$ cat src/pf_pkg.sv
// ==============================
// shared types and layout constants for the playfield generator
// word, address, color and counter types, bpp codes, tile attribute union
// ==============================
package pf_pkg;

    typedef logic [15:0] word_t;            // vram data word
    typedef logic [15:0] addr_t;            // vram word address
    typedef logic [7:0]  color_t;           // color index
    typedef logic [10:0] hres_t;            // horizontal counter

    typedef enum logic [1:0] {
        BPP_1_ATTR = 2'd0,                  // 1 bpp with fore/back attribute
        BPP_4      = 2'd1,                  // 4 bpp, back nibble on top
        BPP_8      = 2'd2                   // 8 bpp, full index per byte
    } bpp_t;

    typedef struct packed {
        logic [3:0] back;                   // upper nibble for 4 bpp pixels
        logic       vrev;                   // vertical reverse
        logic       hrev;                   // horizontal reverse
        logic [9:0] index;                  // tile number
    } tile_entry_t;

    typedef struct packed {
        logic [3:0] back;                   // color for clear bits
        logic [3:0] fore;                   // color for set bits
        logic [7:0] code;                   // character code
    } text_cell_t;

    // one tilemap word, read as a tile entry or as a text cell depending on bpp
    typedef union packed {
        word_t       raw;
        tile_entry_t tile;
        text_cell_t  text;
    } tile_attr_u;

    localparam int TILE_BANK_SHIFT  = 10;   // bank field lands on word 1K boundaries
    localparam int PIXELS_PER_GROUP = 8;    // pixels per fetched group
    localparam int PIXBUF_W         = 64;   // 8 pixels of 8 bits

endpackage

$ cat src/pf_fetch.sv
// ==============================
// fetch FSM for bitmap and tiled modes
// vram address generation and tile address calculation
// four-word fetch buffer with words-ready strobe
// ==============================
module pf_fetch import pf_pkg::*; (
    input  logic       clk,
    input  logic       reset_i,
    input  logic       stall_i,             // memory busy, hold everything
    input  logic       mem_fetch_start_i,   // begin fetching this line
    input  logic       end_of_line_i,
    input  bpp_t       pf_bpp_i,
    input  logic       pf_bitmap_i,
    input  logic [5:0] pf_tile_bank_i,
    input  logic [3:0] pf_tile_height_i,    // bit 3 set means 16-line cells
    input  logic       buf_full_i,          // expander still holds a group
    input  addr_t      line_start_i,
    input  logic [3:0] tile_y_i,            // row inside tile cell
    input  word_t      vram_data_i,
    output logic       vram_sel_o,
    output addr_t      vram_addr_o,
    output logic       words_ready_o,       // one cycle, group complete
    output tile_attr_u attr_word_o,
    output word_t      data_word0_o,
    output word_t      data_word1_o,
    output word_t      data_word2_o,
    output word_t      data_word3_o
);

    typedef enum logic [3:0] {
        FETCH_IDLE, BM_ADDR, BM_WAIT, BM_READ0, BM_READ1, BM_READ2, BM_READ3,
        TM_ADDR, TM_WAIT, TM_READ, TL_WAIT, TL_READ0, TL_READ1
    } fetch_st_t;

    fetch_st_t  state, state_next;
    addr_t      pf_addr, addr_next;         // next display word to fetch
    addr_t      fetch_addr_next;
    addr_t      tile_addr;
    addr_t      bank_base;
    logic       sel_next;
    logic       ready_next;
    logic       start_ok;                   // room for a new group
    logic [2:0] row4;                       // 4 bpp tile row after vrev
    tile_attr_u map_word;                   // tilemap word as it arrives
    tile_attr_u attr_next;
    word_t      word0_next, word1_next, word2_next, word3_next;

    always_comb begin
        map_word  = vram_data_i;
        bank_base = addr_t'(pf_tile_bank_i) << TILE_BANK_SHIFT;
        row4      = map_word.tile.vrev ? ~tile_y_i[2:0] : tile_y_i[2:0];
        if (pf_bpp_i == BPP_1_ATTR) begin   // 4 or 8 words per char, two rows per word
            tile_addr = bank_base + (pf_tile_height_i[3] ? addr_t'(map_word.text.code) << 3
                                                         : addr_t'(map_word.text.code) << 2)
                      + addr_t'(tile_y_i[3:1]);
        end else begin                      // 16 words per tile, two per row
            tile_addr = bank_base + (addr_t'(map_word.tile.index) << 4) + addr_t'({row4, 1'b0});
        end
    end

    always_comb begin
        state_next      = state;
        addr_next       = pf_addr;
        fetch_addr_next = vram_addr_o;
        sel_next        = 1'b0;
        ready_next      = 1'b0;
        attr_next       = attr_word_o;
        word0_next      = data_word0_o;
        word1_next      = data_word1_o;
        word2_next      = data_word2_o;
        word3_next      = data_word3_o;
        start_ok        = !buf_full_i && !words_ready_o;    // last group not yet latched otherwise

        case (state)
            BM_ADDR, TM_ADDR: begin
                if (start_ok) begin
                    sel_next        = 1'b1;
                    fetch_addr_next = pf_addr;
                    addr_next       = pf_addr + 1'b1;
                    state_next      = (state == BM_ADDR) ? BM_WAIT : TM_WAIT;
                end
            end
            BM_WAIT: begin                  // bitmap always needs a second word
                sel_next        = 1'b1;
                fetch_addr_next = pf_addr;
                addr_next       = pf_addr + 1'b1;
                state_next      = BM_READ0;
            end
            BM_READ0: begin
                word0_next = vram_data_i;
                if (pf_bpp_i != BPP_4) begin
                    sel_next        = 1'b1;
                    fetch_addr_next = pf_addr;
                    addr_next       = pf_addr + 1'b1;
                end
                state_next = BM_READ1;
            end
            BM_READ1: begin
                word1_next = vram_data_i;
                if (pf_bpp_i == BPP_4) begin
                    ready_next = 1'b1;
                    state_next = BM_ADDR;
                end else begin
                    sel_next        = 1'b1;
                    fetch_addr_next = pf_addr;
                    addr_next       = pf_addr + 1'b1;
                    state_next      = BM_READ2;
                end
            end
            BM_READ2: begin
                word2_next = vram_data_i;
                state_next = BM_READ3;
            end
            BM_READ3: begin
                word3_next = vram_data_i;
                ready_next = 1'b1;
                state_next = BM_ADDR;
            end
            TM_WAIT: state_next = TM_READ;
            TM_READ: begin                  // tile word 0 goes out as the map word arrives
                attr_next       = map_word;
                sel_next        = 1'b1;
                fetch_addr_next = tile_addr;
                state_next      = TL_WAIT;
            end
            TL_WAIT: begin
                if (pf_bpp_i != BPP_1_ATTR) begin
                    sel_next        = 1'b1;
                    fetch_addr_next = vram_addr_o + 1'b1;
                end
                state_next = TL_READ0;
            end
            TL_READ0: begin
                if (pf_bpp_i == BPP_1_ATTR) begin   // even row high byte, odd row low byte
                    word0_next = {8'h00, tile_y_i[0] ? vram_data_i[7:0] : vram_data_i[15:8]};
                    ready_next = 1'b1;
                    state_next = TM_ADDR;
                end else begin
                    word0_next = vram_data_i;
                    state_next = TL_READ1;
                end
            end
            TL_READ1: begin
                word1_next = vram_data_i;
                ready_next = 1'b1;
                state_next = TM_ADDR;
            end
            default: state_next = FETCH_IDLE;       // idle until the line fetch starts
        endcase
    end

    always_ff @(posedge clk) begin
        if (reset_i) begin
            state         <= FETCH_IDLE;
            pf_addr       <= '0;
            vram_sel_o    <= 1'b0;
            vram_addr_o   <= '0;
            words_ready_o <= 1'b0;
        end else begin
            words_ready_o <= ready_next && !stall_i;    // repeats after the stall instead
            if (!stall_i) begin
                state       <= state_next;
                pf_addr     <= addr_next;
                vram_sel_o  <= sel_next;
                vram_addr_o <= fetch_addr_next;
            end
            if (mem_fetch_start_i) begin
                state   <= pf_bitmap_i ? BM_ADDR : TM_ADDR;
                pf_addr <= line_start_i;
            end
            if (end_of_line_i) begin
                state <= FETCH_IDLE;
            end
        end
    end

    always_ff @(posedge clk) begin
        if (!stall_i) begin
            attr_word_o  <= attr_next;
            data_word0_o <= word0_next;
            data_word1_o <= word1_next;
            data_word2_o <= word2_next;
            data_word3_o <= word3_next;
        end
    end

endmodule

$ cat src/pf_expand.sv
// ==============================
// word to pixel expansion
// 8-pixel buffer, hrev flag and buffer-full flag
// ==============================
module pf_expand import pf_pkg::*; (
    input  logic                clk,
    input  logic                reset_i,
    input  logic                mem_fetch_start_i,
    input  logic                words_ready_i,
    input  logic                group_take_i,   // scanout loads the buffer now
    input  bpp_t                pf_bpp_i,
    input  logic                pf_bitmap_i,
    input  tile_attr_u          attr_word_i,
    input  word_t               data_word0_i,
    input  word_t               data_word1_i,
    input  word_t               data_word2_i,
    input  word_t               data_word3_i,
    output logic                buf_full_o,
    output logic [PIXBUF_W-1:0] pixbuf_o,
    output logic                pixbuf_hrev_o
);

    logic [PIXBUF_W-1:0] expanded;
    logic [31:0]         nibbles;               // words 0 and 1 as eight 4 bpp pixels
    logic [3:0]          back;
    logic                hrev;
    logic                full_q;

    always_comb begin
        nibbles = {data_word0_i, data_word1_i};
        back    = pf_bitmap_i ? 4'h0 : attr_word_i.tile.back;
        hrev    = !pf_bitmap_i && (pf_bpp_i != BPP_1_ATTR) && attr_word_i.tile.hrev;
        case (pf_bpp_i)
            BPP_1_ATTR: begin
                for (int i = 0; i < PIXELS_PER_GROUP; i++) begin   // bit 7 is leftmost
                    expanded[i*8 +: 8] = {4'h0, data_word0_i[i] ? attr_word_i.text.fore
                                                                : attr_word_i.text.back};
                end
            end
            BPP_4: begin
                for (int i = 0; i < PIXELS_PER_GROUP; i++) begin
                    expanded[i*8 +: 8] = {back, nibbles[i*4 +: 4]};
                end
            end
            default: expanded = {data_word0_i, data_word1_i, data_word2_i, data_word3_i};
        endcase
    end

    // take frees the buffer in the same cycle so the next group can start at once
    assign buf_full_o = full_q && !group_take_i;

    always_ff @(posedge clk) begin
        if (reset_i) begin
            full_q        <= 1'b0;
            pixbuf_hrev_o <= 1'b0;
        end else if (mem_fetch_start_i) begin
            full_q <= 1'b0;                     // drop leftovers from last line
        end else if (words_ready_i) begin
            full_q        <= 1'b1;
            pixbuf_hrev_o <= hrev;
        end else if (group_take_i) begin
            full_q <= 1'b0;
        end
    end

    always_ff @(posedge clk) begin
        if (words_ready_i) begin
            pixbuf_o <= expanded;
        end
    end

endmodule

$ cat src/pf_scanout.sv
// ==============================
// scanout window and pixel shift register
// border, blank and colorbase output
// ==============================
module pf_scanout import pf_pkg::*; (
    input  logic                clk,
    input  logic                reset_i,
    input  hres_t               h_count_i,
    input  hres_t               vid_left_i,
    input  hres_t               vid_right_i,
    input  logic                end_of_line_i,
    input  logic                pf_blank_i,
    input  color_t              border_color_i,
    input  color_t              pf_colorbase_i,
    input  logic [PIXBUF_W-1:0] pixbuf_i,
    input  logic                pixbuf_hrev_i,
    output logic                group_take_o,   // one cycle, buffer loaded
    output color_t              pf_color_index_o
);

    logic                scanout;               // inside the visible window
    logic [2:0]          col;                   // pixel within current group
    logic                start_hit;
    logic                stop_hit;
    logic [PIXBUF_W-1:0] pixels;                // top byte is on screen
    logic [PIXBUF_W-1:0] group_rev;

    always_comb begin
        start_hit    = (h_count_i == hres_t'(vid_left_i - 1'b1));   // one early, so pixel 0 is on time
        stop_hit     = (h_count_i == hres_t'(vid_right_i - 1'b1));
        group_take_o = !stop_hit && !end_of_line_i
                     && (start_hit || (scanout && col == 3'(PIXELS_PER_GROUP - 1)));
        for (int i = 0; i < PIXELS_PER_GROUP; i++) begin
            group_rev[i*8 +: 8] = pixbuf_i[(PIXELS_PER_GROUP - 1 - i)*8 +: 8];
        end
    end

    assign pf_color_index_o = (scanout && !pf_blank_i) ? pixels[PIXBUF_W-1 -: 8] ^ pf_colorbase_i
                                                       : border_color_i;

    always_ff @(posedge clk) begin
        if (reset_i) begin
            scanout <= 1'b0;
            col     <= '0;
        end else if (stop_hit || end_of_line_i) begin
            scanout <= 1'b0;
        end else if (start_hit) begin
            scanout <= 1'b1;
            col     <= '0;
        end else if (scanout) begin
            col <= col + 1'b1;                  // wraps every group
        end
    end

    always_ff @(posedge clk) begin
        if (group_take_o) begin
            pixels <= pixbuf_hrev_i ? group_rev : pixbuf_i;
        end else begin
            pixels <= {pixels[PIXBUF_W-9:0], border_color_i};   // border trails the last pixel
        end
    end

endmodule

$ cat src/pf_line_ctrl.sv
// ==============================
// line start address and tile row per line and frame
// ==============================
module pf_line_ctrl import pf_pkg::*; (
    input  logic       clk,
    input  logic       reset_i,
    input  logic       end_of_line_i,
    input  logic       end_of_frame_i,
    input  logic       pf_blank_i,
    input  addr_t      pf_start_addr_i,
    input  word_t      pf_line_len_i,
    input  logic       pf_bitmap_i,
    input  logic [3:0] pf_tile_height_i,    // last row of a tile cell
    output addr_t      line_start_o,
    output logic [3:0] tile_y_o
);

    always_ff @(posedge clk) begin
        if (reset_i) begin
            line_start_o <= '0;
            tile_y_o     <= '0;
        end else if (end_of_frame_i || pf_blank_i) begin    // restart at top of display
            line_start_o <= pf_start_addr_i;
            tile_y_o     <= '0;
        end else if (end_of_line_i) begin
            if (pf_bitmap_i || tile_y_o >= pf_tile_height_i) begin
                tile_y_o     <= '0;
                line_start_o <= line_start_o + pf_line_len_i;   // wraps in 64K
            end else begin
                tile_y_o <= tile_y_o + 1'b1;    // same map row, next cell line
            end
        end
    end

endmodule

$ cat src/video_playfield.sv
// ==============================
// playfield top level
// fetch, expand, scanout and line control
// ==============================
module video_playfield import pf_pkg::*; (
    input  logic       clk,
    input  logic       reset_i,
    input  logic       stall_i,
    input  hres_t      h_count_i,
    input  logic       mem_fetch_start_i,
    input  logic       end_of_line_i,
    input  logic       end_of_frame_i,
    input  color_t     border_color_i,
    input  hres_t      vid_left_i,
    input  hres_t      vid_right_i,
    input  logic       pf_blank_i,
    input  addr_t      pf_start_addr_i,
    input  word_t      pf_line_len_i,
    input  color_t     pf_colorbase_i,
    input  bpp_t       pf_bpp_i,
    input  logic       pf_bitmap_i,
    input  logic [5:0] pf_tile_bank_i,
    input  logic [3:0] pf_tile_height_i,
    input  word_t      vram_data_i,
    output logic       vram_sel_o,
    output addr_t      vram_addr_o,
    output color_t     pf_color_index_o
);

    logic                words_ready;
    tile_attr_u          attr_word;
    word_t               data_word0, data_word1, data_word2, data_word3;
    logic                buf_full;          // back-pressure to fetch
    logic [PIXBUF_W-1:0] pixbuf;
    logic                pixbuf_hrev;
    logic                group_take;
    addr_t               line_start;
    logic [3:0]          tile_y;

    pf_fetch fetch_i (
        .clk, .reset_i, .stall_i, .mem_fetch_start_i, .end_of_line_i,
        .pf_bpp_i, .pf_bitmap_i, .pf_tile_bank_i, .pf_tile_height_i,
        .buf_full_i(buf_full), .line_start_i(line_start), .tile_y_i(tile_y), .vram_data_i,
        .vram_sel_o, .vram_addr_o, .words_ready_o(words_ready), .attr_word_o(attr_word),
        .data_word0_o(data_word0), .data_word1_o(data_word1),
        .data_word2_o(data_word2), .data_word3_o(data_word3)
    );

    pf_expand expand_i (
        .clk, .reset_i, .mem_fetch_start_i, .words_ready_i(words_ready),
        .group_take_i(group_take), .pf_bpp_i, .pf_bitmap_i, .attr_word_i(attr_word),
        .data_word0_i(data_word0), .data_word1_i(data_word1),
        .data_word2_i(data_word2), .data_word3_i(data_word3),
        .buf_full_o(buf_full), .pixbuf_o(pixbuf), .pixbuf_hrev_o(pixbuf_hrev)
    );

    pf_scanout scanout_i (
        .clk, .reset_i, .h_count_i, .vid_left_i, .vid_right_i, .end_of_line_i,
        .pf_blank_i, .border_color_i, .pf_colorbase_i,
        .pixbuf_i(pixbuf), .pixbuf_hrev_i(pixbuf_hrev),
        .group_take_o(group_take), .pf_color_index_o
    );

    pf_line_ctrl line_ctrl_i (
        .clk, .reset_i, .end_of_line_i, .end_of_frame_i, .pf_blank_i,
        .pf_start_addr_i, .pf_line_len_i, .pf_bitmap_i, .pf_tile_height_i,
        .line_start_o(line_start), .tile_y_o(tile_y)
    );

endmodule

$ cat config.mk
export PLATFORM = sky130hd
export DESIGN_NAME = video_playfield
export DESIGN_NICKNAME = d
export VERILOG_FILES = /design/src/pf_pkg.sv /design/src/pf_fetch.sv /design/src/pf_expand.sv /design/src/pf_scanout.sv /design/src/pf_line_ctrl.sv /design/src/video_playfield.sv
export SDC_FILE = /design/constraint.sdc
export NUM_CORES = 1
export LEC_CHECK = 0
export ABC_AREA = 1
export BUFFER_PORTS_ARGS = -buffer_cell sky130_fd_sc_hd__buf_4
export CELL_PAD_IN_SITES_DETAIL_PLACEMENT = 0
export CELL_PAD_IN_SITES_GLOBAL_PLACEMENT = 1
export CORE_UTILIZATION = 44
export CTS_CLUSTER_DIAMETER = 100
export DETAILED_ROUTE_END_ITERATION = 12
export GPL_TIMING_DRIVEN = 0
export PLACE_DENSITY = 0.88
export SETUP_SLACK_MARGIN = 0.1
export SLEW_MARGIN = 15
export SYNTH_ARGS = -nofsm -noshare
export SYNTH_HDL_FRONTEND = slang
export SYNTH_HIERARCHICAL = 1
export SYNTH_SLANG_ARGS = --single-unit
$ cat constraint.sdc
create_clock -name clk -period 3.88 [get_ports clk]
set_clock_uncertainty 0.2 [all_clocks]
set_input_delay 0 -clock clk [delete_from_list [all_inputs] [get_ports clk]]
set_output_delay 0 -clock clk [all_outputs]
set_load 0.02 [all_outputs]
==> reports/qor.log <==
INFO  floorplan      die-area=35,700µm²
INFO  critical_path  crit_path_max_incr_delay=0.56ns
INFO  critical_path  critPathRequiredTime=4.13ns
INFO  critical_path  worst_setup_path_end_kind=flip-flop
INFO  final_layout   fill_cells=3,295
INFO  cts            cts.root.buffer_cell=clkbuf_16
INFO  timing         timing_max_transition_violations_final=0
INFO  yosys          syn-cell-area=15,400µm²
INFO  cts            reg_clk_slew_reported_paths=0.06ns
INFO  drt            dr_total_vias=14.7k
INFO  yosys          synthesis.instances=2,101
INFO  place          dp_hpwl=36.0mm
INFO  critical_path  critPathMaxFanout=3
INFO  place          rd_place_congestion=0.940
INFO  final_layout   sequential_cell_area=6650µm²
INFO  cts            htree_levels=1
INFO  global_route   first_global_vias=14.1k
INFO  floorplan      placeableCoreArea=34,500µm²
INFO  power          total_power=0.00686W
INFO  cts            cts_tree=yes
INFO  critical_path  startpoint_type=flip-flop
INFO  power          p_leak=8.76nW
INFO  final_layout   layout.nets=2,546
INFO  critical_path  crit_path_cell_trace=ha_2 -> fa_2 -> nand2_1 -> nand2_1 -> nand3_1 -> nand2_2 -> xor2_1 -> nand2_1 -> nand2_1 -> dlygate4sd3_1 -> nor2_1 -> dlygate4sd3_1 -> nor2_1 -> dlygate4sd3_1
INFO  final_layout   multi_input_area=7470µm²
INFO  critical_path  crit_path_top_delay_cell=dlygate4sd3_1
INFO  final_layout   stdcell_count=2,874
INFO  outcome        status=finished clean
INFO  cts            cts_num_sinks=264
INFO  min_path       timing.hold.worst.class=input pin to flip-flop
INFO  drt            final_antenna_net_count=0
INFO  floorplan      io_pins=142
INFO  drt            drc=0
INFO  cts            cts_inserted_buffers=29
INFO  yosys          synth_nets=2,253
INFO  yosys          yosysWarnings=6
INFO  critical_path  crit_path_frequent_cell=nand2_1
INFO  drt            dr.first_iter.drc_count=1,155
INFO  timing         max_slew.worst_pin.slew=1.02ns
INFO  floorplan      floorplan.die.height=189µm
INFO  floorplan      floorplan.initialDensity=44.6%
INFO  critical_path  cp.buffers_inverters=3
INFO  drt            detailedRoute.firstPassIterationCount=5
INFO  timing         finalHoldViolations=0
INFO  critical_path  critPathTopFamily=buffers and inverters
INFO  floorplan      core.rowCount=68
INFO  cts            cts-root-to-sink-buffers=3
INFO  power          ratio_of_total_power_to_cell_area=356nW/µm²
INFO  critical_path  worst_ep_arrival_time=3.84ns
INFO  drt            drt-vias-per-instance=5.12
INFO  timing         max_slew_margin=31.5%
INFO  flow_run       timing.max_cap.violations=0
INFO  timing         number_of_setup_violations_in_the_final_report=0
INFO  power          worst_ir_drop_vdd=0.000376V
INFO  final_layout   syn_to_final_growth=25.2%
INFO  critical_path  setup.worst_path.class=flip-flop to flip-flop
INFO  place          placedCellCount=2,700
INFO  timing         timing.final.crit_period=3.59ns
INFO  timing         timing.final.crit_share=92.5%
INFO  timing         hold_slack=0.0260ns
INFO  timing         rsz_0062_raised_after_global_routing=false
INFO  floorplan      chipWidth=189µm
INFO  global_route   maximum_number_of_pins_on_one_net_before_global_route_repair=68
INFO  global_route   groute.usage.overall=26.2%
INFO  global_route   grt_first_pass_wirelength=74.3mm
INFO  place          placement.io_buffers=141
INFO  yosys          post_synth.cell_area_avg=7.32µm²
INFO  timing         setup_tns=0ns
INFO  global_route   grt_remaining_overflow=0
INFO  timing         fmax=279MHz
INFO  drt            total_wire_length_after_detailed_routing=47.1mm
INFO  global_route   antenna_found_initial=2
INFO  drt            post_drt_wl_per_cell=16.4µm
INFO  cts            clk-insertion-delay-late=0.57ns
INFO  final_layout   layout-drive-gt1-share=12.9%
## layout make-up
cell class / instances / area share (%)
flip-flops and latches: 264 / 34.5
clock inverters: 17 / 0.929
inverters: 221 / 4.36
diodes: 2 / 0.0260
well taps: 455 / 2.96
clock buffers: 37 / 4.20
multi-input cells: 1535 / 38.8
plain buffers: 81 / 2.38
repair buffers: 262 / 11.8
## placed cells by master, fill, tap and decap left out, types with 7 or more instances in the layout
cell type and n:
buf_6 11, dlygate4sd3_1 118, nor3_1 14, dfxtp_1 125, nand2_1 715, xnor2_1 19
o21ai_0 108, nand3b_1 14, edfxtp_1 136, nand4_1 79, nor2_2 7, inv_1 202
a31oi_1 14, nor2_1 178, nand3_1 156, ha_1 31, xor2_1 22, nand2_2 12
inv_2 15, buf_2 21, a21oi_1 91, clkbuf_16 30, clkbuf_1 38, buf_4 150
nor2_4 8
## what timing repair did
action                                 4_1_cts  5_1_grt
setup endpoints to repair                    0        4
endpoints found under the hold margin      269        6
hold buffers                               119        1
buffers inserted                             0        0
gates resized for setup                      0        7
## per-stage QoR
step / utilization, % / instance area, µm² / worst slack (ns)
2_1_floorplan: - / 15400 / 0.977
3_3_place_gp: 49.4 / 17000 / 0.318
3_5_place_dp: 49.5 / 17100 / 0.437
4_1_cts: 55.8 / 19200 / 0.112
5_1_grt: 55.9 / 19300 / 0.124
6_report: 55.9 / 19300 / 0.290
## path summary, 6_finish.rpt
check	slack, ns	depth (start not counted)	to	startpoint
hold reg to reg	0.21	2	scanout_i/pixels[61]	scanout_i/pixels[53]
setup / recovery	0.29	14	line_ctrl_i/line_start_o[6]	line_ctrl_i/line_start_o[0]
setup reg to reg	0.29	14	line_ctrl_i/line_start_o[6]	line_ctrl_i/line_start_o[0]
hold / removal	0.03	8	scanout_i/pixels[2]	h_count_i[7]
## state kept, by name, indices dropped and copies added, names as in the netlist
name and flops:
fetch_i/pf_addr 16, fetch_i/vram_addr_o 16, fetch_i/attr_word_o 8, line_ctrl_i/tile_y_o 4
fetch_i/data_word1_o 16, expand_i/pixbuf_hrev_o 1, line_ctrl_i/line_start_o 16, scanout_i/scanout 1
fetch_i/state 4, fetch_i/data_word2_o 16, scanout_i/pixels 64, fetch_i/data_word3_o 16
scanout_i/col 3, expand_i/pixbuf_o 64, fetch_i/data_word0_o 16, expand_i/full_q 1
fetch_i/words_ready_o 1, fetch_i/vram_sel_o 1
## tightest hold or removal path, stage by stage
cell and delay [ns]:
buf_4 0.11, nand2_1 0.05, nand2_1 0.05, nor2_1 0.04
nand4_1 0.09, buf_2 0.23, nand4_1 0.12, nand2_1 0.07
## layer usage
| layer | vias up | global-route usage, % | wire length [µm] | part of all wire (%) |
|---|---|---|---|---|
| li1 | 7489 | - | - | - |
| met1 | 6731 | 34.3 | 20900 | 44 |
| met2 | 414 | 45.6 | 22500 | 48 |
| met3 | 74 | 3.10 | 2510 | 5.3 |
| met4 | 0 | 7.32 | 1250 | 2.7 |
| met5 | - | 0 | 0 | 0 |
## power by group
group / internal [W] / switching [W]
clock network: 0.00163 / 0.00115
logic: 0.000432 / 0.000560
registers: 0.00301 / 0.0000700
total: 0.00507 / 0.00178
(Power assumes the default switching activity.)
